**src/hw/exp_pkg.sv**
```systemverilog
package exp_pkg;

  // ieee-754 single precision word.
  typedef struct packed {
    logic       sign;
    logic [7:0] exp;
    logic [22:0] man;
  } fp_t;

  localparam fp_t FP_ONE = 32'h3f80_0000;  // 1.0

  localparam int MAX_DEGREE = 8;  // highest index held in the 1/k table.
  localparam int DIV_STEPS = 25;  // quotient bits, hidden bit plus 23 plus one spare.

  typedef enum logic [2:0] {
    IDLE,
    TERM_MUL_X,
    TERM_MUL_K,
    SUM_ADD,
    INV_LOAD,
    INV_STEP,
    FINISH
  } exp_state_t;

  // 1/k rounded to nearest, k = 1 .. MAX_DEGREE.
  function automatic fp_t recip_k(input logic [3:0] k);
    case (k)
      4'd2:    recip_k = 32'h3f00_0000;
      4'd3:    recip_k = 32'h3eaa_aaab;
      4'd4:    recip_k = 32'h3e80_0000;
      4'd5:    recip_k = 32'h3e4c_cccd;
      4'd6:    recip_k = 32'h3e2a_aaab;
      4'd7:    recip_k = 32'h3e12_4925;
      4'd8:    recip_k = 32'h3e00_0000;
      default: recip_k = FP_ONE;  // k = 1.
    endcase
  endfunction

endpackage

```
**src/hw/exp_ctrl.sv**
```systemverilog
`timescale 1ns/100ps

// sequencer for the term loop and the optional inversion.
module exp_ctrl #(
  parameter int DEGREE = 5
) (
  input  logic       clk,
  input  logic       rst,
  input  logic       start,
  input  logic       neg,
  input  logic       cnt_last,
  output logic       busy,
  output logic       done,
  output logic       term_load,
  output logic       term_from_k,
  output logic       sum_load,
  output logic       div_start,
  output logic       div_step,
  output logic       cnt_load,
  output logic       cnt_dec,
  output logic [4:0] cnt_value,
  output logic [3:0] k
);

  exp_pkg::exp_state_t state;
  exp_pkg::exp_state_t state_next;

  always_comb begin
    state_next = state;
    case (state)
      exp_pkg::IDLE:       if (start) state_next = exp_pkg::TERM_MUL_X;
      exp_pkg::TERM_MUL_X: state_next = exp_pkg::TERM_MUL_K;
      exp_pkg::TERM_MUL_K: state_next = exp_pkg::SUM_ADD;
      exp_pkg::SUM_ADD: begin
        // cnt_last marks the sum of term k = DEGREE.
        if (!cnt_last) state_next = exp_pkg::TERM_MUL_X;
        else if (neg) state_next = exp_pkg::INV_LOAD;
        else state_next = exp_pkg::FINISH;
      end
      exp_pkg::INV_LOAD:   state_next = exp_pkg::INV_STEP;
      exp_pkg::INV_STEP:   if (cnt_last) state_next = exp_pkg::FINISH;
      default:             state_next = exp_pkg::IDLE;  // FINISH.
    endcase
  end

  always_ff @(posedge clk) begin
    if (rst) begin
      state <= exp_pkg::IDLE;
      k     <= '0;
      done  <= 1'b0;
    end else begin
      state <= state_next;
      done  <= (state == exp_pkg::FINISH);  // one cycle after FINISH.
      if (state == exp_pkg::IDLE && start) k <= 4'd1;
      else if (state == exp_pkg::SUM_ADD) k <= k + 4'd1;
    end
  end

  assign busy        = (state != exp_pkg::IDLE);
  assign term_load   = (state == exp_pkg::TERM_MUL_X) || (state == exp_pkg::TERM_MUL_K);
  assign term_from_k = (state == exp_pkg::TERM_MUL_K);
  assign sum_load    = (state == exp_pkg::SUM_ADD);
  assign div_start   = (state == exp_pkg::INV_LOAD);
  assign div_step    = (state == exp_pkg::INV_STEP);

  // the counter first runs over the terms, then over the quotient bits.
  assign cnt_load  = (state == exp_pkg::IDLE && start) || (state == exp_pkg::INV_LOAD);
  assign cnt_value = (state == exp_pkg::INV_LOAD) ? 5'(exp_pkg::DIV_STEPS) : 5'(DEGREE);
  assign cnt_dec   = (state == exp_pkg::SUM_ADD) || (state == exp_pkg::INV_STEP);

endmodule

```
**src/hw/exp_unit.sv**
```systemverilog
`timescale 1ns/100ps

// e^x by a Taylor sum on |x|, inverted for negative x.
module exp_unit #(
  parameter int DEGREE = 5
) (
  input  logic         clk,
  input  logic         rst,
  input  logic         start,
  input  exp_pkg::fp_t x,
  output logic         busy,
  output logic         done,
  output exp_pkg::fp_t result
);

  exp_pkg::fp_t x_mag;
  exp_pkg::fp_t term;
  exp_pkg::fp_t sum;
  exp_pkg::fp_t mul_b;
  exp_pkg::fp_t mul_y;
  exp_pkg::fp_t add_y;
  exp_pkg::fp_t div_q;
  logic         neg;
  logic         accept;
  logic         term_load, term_from_k, sum_load;
  logic         div_start, div_step;
  logic         cnt_load, cnt_dec, cnt_last;
  logic [4:0]   cnt_value;
  logic [3:0]   k;

  assign accept = start && !busy;  // a start while busy is dropped.

  always_ff @(posedge clk) begin
    if (rst) begin
      neg <= 1'b0;
      sum <= exp_pkg::FP_ONE;
    end else if (accept) begin
      neg <= x.sign;
      sum <= exp_pkg::FP_ONE;
    end else if (sum_load) begin
      sum <= add_y;
    end
  end

  always_ff @(posedge clk) begin
    if (accept) begin
      x_mag <= {1'b0, x.exp, x.man};
      term  <= exp_pkg::FP_ONE;
    end else if (term_load) begin
      term <= mul_y;  // term * |x|, then * 1/k.
    end
  end

  assign mul_b = term_from_k ? exp_pkg::recip_k(k) : x_mag;

  // sum, neg and the quotient are all stable from FINISH until the next start.
  assign result = neg ? div_q : sum;

  exp_ctrl #(.DEGREE(DEGREE)) ctrl_i (
    .clk(clk), .rst(rst), .start(start), .neg(neg), .cnt_last(cnt_last),
    .busy(busy), .done(done), .term_load(term_load), .term_from_k(term_from_k),
    .sum_load(sum_load), .div_start(div_start), .div_step(div_step),
    .cnt_load(cnt_load), .cnt_dec(cnt_dec), .cnt_value(cnt_value), .k(k)
  );

  step_counter cnt_i (
    .clk(clk), .rst(rst), .load(cnt_load), .value(cnt_value), .dec(cnt_dec), .last(cnt_last)
  );

  fp_mul mul_i (.a(term), .b(mul_b), .y(mul_y));

  fp_add add_i (.a(sum), .b(term), .y(add_y));

  fp_recip_div div_i (
    .clk(clk), .rst(rst), .start(div_start), .step(div_step), .d(sum), .q(div_q)
  );

endmodule

```
**src/hw/fp_add.sv**
```systemverilog
`timescale 1ns/100ps

// single precision add, both signs, truncating.
module fp_add (
  input  exp_pkg::fp_t a,
  input  exp_pkg::fp_t b,
  output exp_pkg::fp_t y
);

  exp_pkg::fp_t      big_op;
  exp_pkg::fp_t      small_op;
  logic [7:0]        shift;
  logic [27:0]       big_s;  // carry, hidden bit, 23 bits, 3 guard bits.
  logic [27:0]       small_s;
  logic [27:0]       raw;
  logic [27:0]       norm;
  logic [4:0]        lz;
  logic signed [9:0] exp_r;

  // order by magnitude so the difference never goes negative.
  always_comb begin
    if ({a.exp, a.man} >= {b.exp, b.man}) begin
      big_op   = a;
      small_op = b;
    end else begin
      big_op   = b;
      small_op = a;
    end
  end

  always_comb begin
    shift = big_op.exp - small_op.exp;
    big_s = {2'b01, big_op.man, 3'b000};
    if (small_op.exp == 8'd0 || shift > 8'd27) begin
      small_s = '0;  // zero or shifted entirely out.
    end else begin
      small_s = {2'b01, small_op.man, 3'b000} >> shift;
    end
    if (big_op.sign == small_op.sign) begin
      raw = big_s + small_s;
    end else begin
      raw = big_s - small_s;
    end
  end

  // leading-zero count below the carry bit, the highest set bit wins.
  always_comb begin
    lz = '0;
    for (int i = 0; i < 27; i++) begin
      if (raw[i]) lz = 5'(26 - i);
    end
  end

  always_comb begin
    if (raw[27]) begin
      norm  = raw >> 1;  // carry out.
      exp_r = $signed({2'b00, big_op.exp}) + 10'sd1;
    end else begin
      norm  = raw << lz;
      exp_r = $signed({2'b00, big_op.exp}) - $signed({5'd0, lz});
    end
  end

  always_comb begin
    y.sign = big_op.sign;
    y.exp  = exp_r[7:0];
    y.man  = norm[25:3];
    if (big_op.exp == 8'd0 || raw == '0 || exp_r <= 10'sd0) begin
      y = '0;  // exact cancellation or underflow gives +0.
    end else if (exp_r >= 10'sd255) begin
      y.exp = 8'hff;
      y.man = 23'd0;
    end
  end

endmodule

```
**src/hw/fp_mul.sv**
```systemverilog
`timescale 1ns/100ps

// single precision multiply, truncating, no denormals.
module fp_mul (
  input  exp_pkg::fp_t a,
  input  exp_pkg::fp_t b,
  output exp_pkg::fp_t y
);

  logic [47:0]       prod;
  logic [22:0]       man;
  logic signed [9:0] exp_sum;
  logic              sign;
  logic              zero_in;

  assign sign    = a.sign ^ b.sign;
  assign zero_in = (a.exp == 8'd0) || (b.exp == 8'd0);  // denormals count as zero.

  always_comb begin
    prod = 48'({1'b1, a.man}) * 48'({1'b1, b.man});
    // product of two [1,2) values lies in [1,4).
    if (prod[47]) begin
      man     = prod[46:24];
      exp_sum = $signed({2'b00, a.exp}) + $signed({2'b00, b.exp}) - 10'sd126;
    end else begin
      man     = prod[45:23];
      exp_sum = $signed({2'b00, a.exp}) + $signed({2'b00, b.exp}) - 10'sd127;
    end
  end

  always_comb begin
    y.sign = sign;
    if (zero_in || exp_sum <= 10'sd0) begin
      y.exp = 8'd0;  // flush to zero.
      y.man = 23'd0;
    end else if (exp_sum >= 10'sd255) begin
      y.exp = 8'hff;  // saturate to infinity.
      y.man = 23'd0;
    end else begin
      y.exp = exp_sum[7:0];
      y.man = man;
    end
  end

endmodule

```
**src/hw/fp_recip_div.sv**
```systemverilog
`timescale 1ns/100ps

// restoring divider for 1/d, one quotient bit per step.
module fp_recip_div (
  input  logic         clk,
  input  logic         rst,
  input  logic         start,
  input  logic         step,
  input  exp_pkg::fp_t d,
  output exp_pkg::fp_t q
);

  logic [25:0]       rem;
  logic [25:0]       diff;
  logic [23:0]       dsig;
  logic [24:0]       quo;  // bit 24 has weight 2^0.
  logic [7:0]        dexp;
  logic              dsign;
  logic signed [9:0] qexp;

  assign diff = rem - {2'b00, dsig};  // bit 25 set means rem < dsig.

  always_ff @(posedge clk) begin
    if (rst) begin
      quo  <= '0;
      dexp <= 8'd127;
    end else if (start) begin
      rem   <= 26'h080_0000;  // 1.0 on the divisor's scale.
      dsig  <= {1'b1, d.man};
      dexp  <= d.exp;
      dsign <= d.sign;
      quo   <= '0;
    end else if (step) begin
      if (!diff[25]) begin
        rem <= {diff[24:0], 1'b0};
        quo <= {quo[23:0], 1'b1};
      end else begin
        rem <= {rem[24:0], 1'b0};
        quo <= {quo[23:0], 1'b0};
      end
    end
  end

  // quotient lies in (0.5, 1], one left shift when bit 24 is clear.
  assign qexp = 10'sd254 - $signed({2'b00, dexp}) - (quo[24] ? 10'sd0 : 10'sd1);

  // q decodes held registers only.
  always_comb begin
    q.sign = dsign;
    if (dexp == 8'd0) begin
      q.exp = 8'hff;
      q.man = 23'd0;
    end else if (qexp <= 10'sd0) begin
      q.exp = 8'd0;
      q.man = 23'd0;
    end else begin
      q.exp = qexp[7:0];
      q.man = quo[24] ? quo[23:1] : quo[22:0];
    end
  end

endmodule

```
**src/hw/step_counter.sv**
```systemverilog
`timescale 1ns/100ps

// down-counter with load, last is high while the count is one.
module step_counter (
  input  logic       clk,
  input  logic       rst,
  input  logic       load,
  input  logic [4:0] value,
  input  logic       dec,
  output logic       last
);

  logic [4:0] count;

  always_ff @(posedge clk) begin
    if (rst) begin
      count <= '0;
    end else if (load) begin
      count <= value;
    end else if (dec && count != 5'd0) begin
      count <= count - 5'd1;  // holds at zero.
    end
  end

  assign last = (count == 5'd1);

endmodule
```
**config.mk**
```make
export PLATFORM = sky130hd
export DESIGN_NAME = exp_unit
export DESIGN_NICKNAME = d
export VERILOG_FILES = /design/src/hw/exp_pkg.sv /design/src/hw/exp_ctrl.sv /design/src/hw/exp_unit.sv /design/src/hw/fp_add.sv /design/src/hw/fp_mul.sv /design/src/hw/fp_recip_div.sv /design/src/hw/step_counter.sv
export SDC_FILE = /design/constraint.sdc
export NUM_CORES = 2
export LEC_CHECK = 0
export ABC_AREA = 0
export BUFFER_PORTS_ARGS = -buffer_cell sky130_fd_sc_hd__buf_2
export CORE_ASPECT_RATIO = 1.4
export CORE_MARGIN = 4
export CORE_UTILIZATION = 35
export DETAILED_ROUTE_END_ITERATION = 12
export GPL_TIMING_DRIVEN = 0
export PLACE_DENSITY = 0.49
export SYNTH_ARGS = -nofsm -noshare
export SYNTH_HDL_FRONTEND = slang
export SYNTH_SLANG_ARGS = --single-unit
```
**constraint.sdc**
```tcl
create_clock -name clk -period 22.8 [get_ports clk]
set_input_delay 1.14 -clock clk [delete_from_list [all_inputs] [get_ports clk]]
set_output_delay 1.14 -clock clk [all_outputs]
set_load 0.02 [all_outputs]
```
Word level (Yosys, flattened, before mapping):

Cells that the tools add are included.
W data, S select, Z words.

* register bits after elaboration: 192
* input port bits: 35
* output and inout port bits: 34
* logic and storage cells: 151

* $add $sub $neg: 13
* multipliers: 1
* magnitude comparators: 7
* equality and inequality tests: 17
* shift operators: 2
* multiplexer cells: 60
* bitwise logic cells: 2
* reductions and logical operators: 30

Operator list (count)
* $mux W31: 6
* $pmux W25 S7: 1
* $mux W5: 30
* $mux W32: 4
* $mux W26: 3
* $mux W28: 2
* $mul A24 B24 Y48: 1
* $mux W23: 2
* $logic_not A8 Y1: 5
* $ge A31 B31 Y1: 1
* $le A10 B1 Y1 const B: 3
* $add A27 B28 Y28: 1
* $logic_not A28 Y1: 1
* $shl A28 B5 Y26: 1
* $shr A27 B8 Y28: 1
* $sub A27 B28 Y28: 1
* $sub A26 B24 Y26: 1
* $ge A10 B9 Y1 const B: 2
* $mux W10: 2
* $sub A10 B8 Y10 const B: 2
* $pmux W3 S6: 1
* $eq A4 B3 Y1 const B: 4
* $sub A10 B10 Y10: 1
* $add A8 B1 Y9 const B: 1
* other kinds (30): 55

Depth between registers and ports, before layout:

* depth after elaboration: 40
* gate-level depth with buffers: 66
* depth with buffers taken out: 56

Modules after synthesis:

A second synthesis with hierarchy kept.

* cells, all modules: 4620
* area total of the unflattened synthesis: 38181.6 um2

By module, submodules not included
* fp_mul: times used 1, cells each 2208, area each 19174.6 um2, seq. area each 0.0 um2
* fp_add: times used 1, cells each 1419, area each 9036.2 um2, seq. area each 0.0 um2
* fp_recip_div: times used 1, cells each 538, area each 5172.5 um2, seq. area each 2132.0 um2
* exp_unit: times used 1, cells each 357, area each 4008.8 um2, seq. area each 2232.1 um2
* exp_ctrl: times used 1, cells each 58, area each 456.7 um2, seq. area each 160.2 um2
* step_counter: times used 1, cells each 40, area each 332.8 um2, seq. area each 100.1 um2

Least setup slack after synthesis:

No wires, ideal clock.

* kind: register to register
* start point: reg term[20] (netlist bit)
* end point: reg sum[20] (netlist bit)
* setup time: 0.095 ns
* arrival: 11.619 ns
* data required time: 22.705 ns
* setup slack: 11.086 ns
* stages on the path, launching flop included: 59
* buffers on the path: 11
* clock period less this slack: 11.714 ns
* cell sequence: dfxtp_1 > clkbuf_1 > clkinv_1 > ha_1 > nand4_1 > nor4_2 > a21bo_2 > nand2_2 > buf_6 > buf_2 > buf_1 > clkbuf_1 > a21oi_1 > ha_1 > clkbuf_1 > clkbuf_1 > mux4_2 > mux2i_1 > [... 23 more ...] > inv_1 > buf_2 > buf_2 > ha_1 > a21o_1 > a21oi_1 > nor2b_1 > nor2_1 > nand2_1 > mux2i_1 > xnor2_1 > o41a_1 > o41ai_1 > nor4_1 > clkbuf_1 > a22oi_1 > a311o_1 > o311ai_1

* word-level cells in the longest chain between the ends: 40
* elaborated cells between the ends (all ways): 53
* those cells by class: add/sub: 5; order compare: 4; eq/ne: 1; shift: 2; mux: 35; reduce/logical: 6

Ends and longest elaborated chain
* from (decl): RTL line exp_unit.sv:17 `exp_pkg::fp_t term;`
* from (signal assigned): RTL line exp_unit.sv:48 `term <= exp_pkg::FP_ONE;`
* from (signal assigned): RTL line exp_unit.sv:50 `term <= mul_y;`
* $ge A31 B31 Y1: RTL line fp_add.sv:22 `if ({a.exp, a.man} >= {b.exp, b.man}) begin`
* $mux W32: RTL line fp_add.sv:22
* $sub A8 B8 Y8: RTL line fp_add.sv:32 `shift = big_op.exp - small_op.exp;`
* $gt A8 B5 Y1: RTL line fp_add.sv:34 `if (small_op.exp == 8'd0 || shift > 8'd27) begin`
* $logic_or A1 B1 Y1: RTL line fp_add.sv:34
* $mux W28: RTL line fp_add.sv:34
* $sub A27 B28 Y28 or $add A27 B28 Y28 (tied branches): RTL line fp_add.sv:42, fp_add.sv:40
* $mux W28: RTL line fp_add.sv:39 `if (big_op.sign == small_op.sign) begin`
* $mux W5 (27 in a row): RTL line fp_add.sv:50 `if (raw[i]) lz = 5'(26 - i);`
* $sub A8 B5 Y9: RTL line fp_add.sv:60 `exp_r = $signed({2'b00, big_op.exp}) - $signed({5'd0, lz});`
* $mux W10: RTL line fp_add.sv:55 `if (raw[27]) begin`
* $ge A10 B9 Y1 or $le A10 B1 Y1 (tied branches): RTL line fp_add.sv:70, fp_add.sv:68
* $mux W31 or $logic_or A1 B1 Y1 (tied branches): RTL line fp_add.sv:70, fp_add.sv:68
* $mux W31 *: RTL line fp_add.sv:68 `if (big_op.exp == 8'd0 || raw == '0 || exp_r <= 10'sd0) begin`
* to (signal assigned): RTL line exp_unit.sv:36 `sum <= exp_pkg::FP_ONE;`
* to (signal assigned): RTL line exp_unit.sv:39 `sum <= exp_pkg::FP_ONE;`
* to (signal assigned): RTL line exp_unit.sv:41 `sum <= add_y;`
* to (decl): RTL line exp_unit.sv:18 `exp_pkg::fp_t sum;`

Mark *: on every way between the ends. The rest lies on a longest branch, timed or not.
A chain may end at the register's enable or synchronous reset.

Worst setup path in the final report:

* start point: reg term[20] (netlist bit)
* end point: reg sum[10] (netlist bit)

Same word-level chain as after synthesis.

==> results.md <==
* Syn Nets at 5,271
* Detail Route Antenna Nets at 0
* Setup TNS at 0 ns
* Power density cells at between 100 and 150 nW/µm²
* Post-route cell area at 39,000 µm²
* CP Capture Type: flip-flop
* Clock sink count at 190
* Post-Synthesis Cells at 4,453
* Peak VDD IR at 0.111 mV
* Syn avg cell area at a little over 8 µm²
* Clock Skew at roughly 0.019 ns
* Synth top cells by count: inv_1 (692), nand2_1 (598), fa_1 (485), nor2_1 (407), ha_1 (298)
* Vias in the first global route at 33,925
* Crit-path slowest cell: clkbuf_1
* Largest net degree at the start of global routing at 28
* Worst skew pair latency at 0.55 ns
* Initial antenna violation count at 7
* Die ar. at between 100,000 and 150,000 µm²
* Fin util at 38.0%
* Placed Area at 38,300 µm²
* Tcrit/Tclk final at 78.1%
* RSZ-0062 raised after global routing: no
* Initial DRC Count at around 2,300
* Seq/Total Area, Yosys at 12.7%
* CTS tree: built
* Fmax at 56.1 MHz
* Clock transition at path regs at 0.10 ns
* Starting density of the core at 35.3%
* Register Area at 4600 µm²
* CTS max path bufs at 2
* Leading area contributor after synthesis: fa_1
* Tmin final at 17.82 ns
* Unique masters post-synth at 115
* Post-synth EDFFs at 80
* Die X at 280 µm
* Final setup margin at 4.98 ns
* Most common cell in the netlist: inv_1
* Flops & latches, synth at 190
* Synth Flop Type: dfxtp_1
* Hpwl dp at 125,000 µm
* Fin nets at between 5,000 and 6,000
* Layout cells sized above 1 at 5.35%
* Row count at about 140
* Placer Congestion at a little under 1
* Most Frequent Cell on Critical Path: a21oi_1
* Top-area cell type share of the netlist area at 26.8%
* GRT Resource Usage Total at 27.8%
* Status: complete, but fails checks
* Synth warn at 0
* Slowest stage delay, CP at 0.86 ns
* Area of the multi-input gates at around 28,000 µm²
* Synth top area cells: fa_1 (27%), ha_1 (10%), inv_1 (7.2%)
* Setup CP Type: reg -> reg
* Root buffer cell: clkbuf_16
* Vias at 32,871
* Critical path required time at about 23 ns
* CP Max Fanout at 10
* Total core area at 103,000 µm²
* Lkg Pwr at 17.2 nW
* DRC violations left at 0
* WL/cell at 25.7 µm
* Final hold vios at 0
* Io pins at between 60 and 70
* # fillers at 10,809
* Die height at 389 µm
* Mapped Area at ~36,000 µm²
* Max_cap viols at 1
* Worst slew pin tran at 1.51 ns
* Placement Setup Slack at 5.36 ns
* Post-CTS setup buffers at 0
* First-pass GRT wire length at 223,000 µm
* Asr flop ratio synth at 0%
* Arrival time of the worst setup path at 18.30 ns
* Port Buffers at 68
* Max Transition Viols Final at 5
* Setup crit start kind: flip-flop
* WL final at 152,000 µm
* HP Class: reg -> reg
* Hold Buf Count CTS at 0
* Post-CTS Resized at 0
* CTS Buf Count at 17
* Total gr overflow at 0
* Slew HR at -1.70%
* Setup violations, final at 0
* Area Growth Syn to Fin at 7.63%
* First drt pass iteration count at 5
* Failing checks: capacitance limit, slew limit
* Vias/cell at 5.57
* H-tree depth at 4
## where the power goes
part | internal, mW | switching (mW)
combinational | 1.75 | 2.97
sequential | 0.379 | 0.0343
clock | 0.156 | 0.199
## flip-flops by register name, summed over array words and instances (netlist names)
name          count
sum              32
term             31
x_mag            31
div_i.quo        25
div_i.rem        25
div_i.dsig       23
div_i.dexp        8
cnt_i.count       5
ctrl_i.k          4
ctrl_i.state      3
ctrl_i.done       1
div_i.dsign       1
neg               1
## cell usage in the layout (no fill, tap or decap), types with 22 or more instances in the layout
cell type,Yosys,routed
a211oi_1,25,25
a21boi_0,22,22
a21o_1,41,41
a21oi_1,228,228
a31oi_1,30,30
and2_1,37,37
and3_1,23,23
buf_1,22,22
buf_2,21,89
clkbuf_1,200,200
dfxtp_1,110,110
edfxtp_1,80,80
fa_1,485,485
ha_1,298,298
inv_1,692,691
mux2i_1,110,110
nand2_1,598,598
nand2b_1,39,39
nand3_1,60,60
nand4_1,24,24
nor2_1,407,406
nor2b_1,29,29
nor3_1,87,87
o211ai_1,35,35
o21ai_0,175,175
o22ai_1,58,58
o31ai_1,27,27
xnor2_1,64,64
xor2_1,34,34
## critical path: cells and delay by family (launching register included)
family                     cells  cell delay [ns]
and+or+nand+nor               14             2.74
DFF                            1             0.46
adders and majority gates      4             1.64
buffers and inverters         11             5.37
muxes                          2             0.54
AOI/OAI and AO/OA             23             6.35
xor gates and xnor gates       2             0.62
## path summary, 6_finish.rpt
kind	from	endpoint	slack, ns	depth (start not counted)
max	term[20]	sum[10]	4.98	56
min	sum[31]	div_i.dsign	0.45	0
max reg2reg	term[20]	sum[10]	4.98	56
min reg2reg	sum[31]	div_i.dsign	0.45	0
## metrics by stage
step | total power [mW] | hold WS [ns] | instances
after floorplan | 3.73 | 0.406 | 4453
after global placement | 5.07 | 0.417 | 5860
after detailed placement | 5.07 | 0.425 | 5864
after CTS | 5.46 | 0.448 | 5896
after global routing | 6.01 | 0.460 | 5896
final | 5.50 | 0.448 | 5900
## routing by layer
layer | GRT usage [%] | wire length [µm] | up-vias
met5 | 0 | 20 | -
met4 | 17.4 | 11600 | 4
met3 | 3.30 | 7430 | 409
met2 | 50.4 | 77100 | 1159
met1 | 30.7 | 55300 | 16416
li1 | - | - | 14883
## cells by family after synthesis
kind of cell	synth area share (%)
flops	12.7
fa+ha+maj	37.1
simple gates	17.3
xor+xnor	2.46
mux	4.42
compound gates	15.9
buf+inv	10.1
## cell type report
class	count	share of cell area (%)
Multi-Input combinational cell	3304	71.8
Sequential cell	190	11.8
Inverter	709	6.83
Tap cell	1339	4.30
Buffer	250	2.57
Clock buffer	17	1.09
Timing Repair Buffer	72	1.04
Clock inverter	15	0.571
Antenna cell	4	0.0257
(Power assumes the default switching activity.)
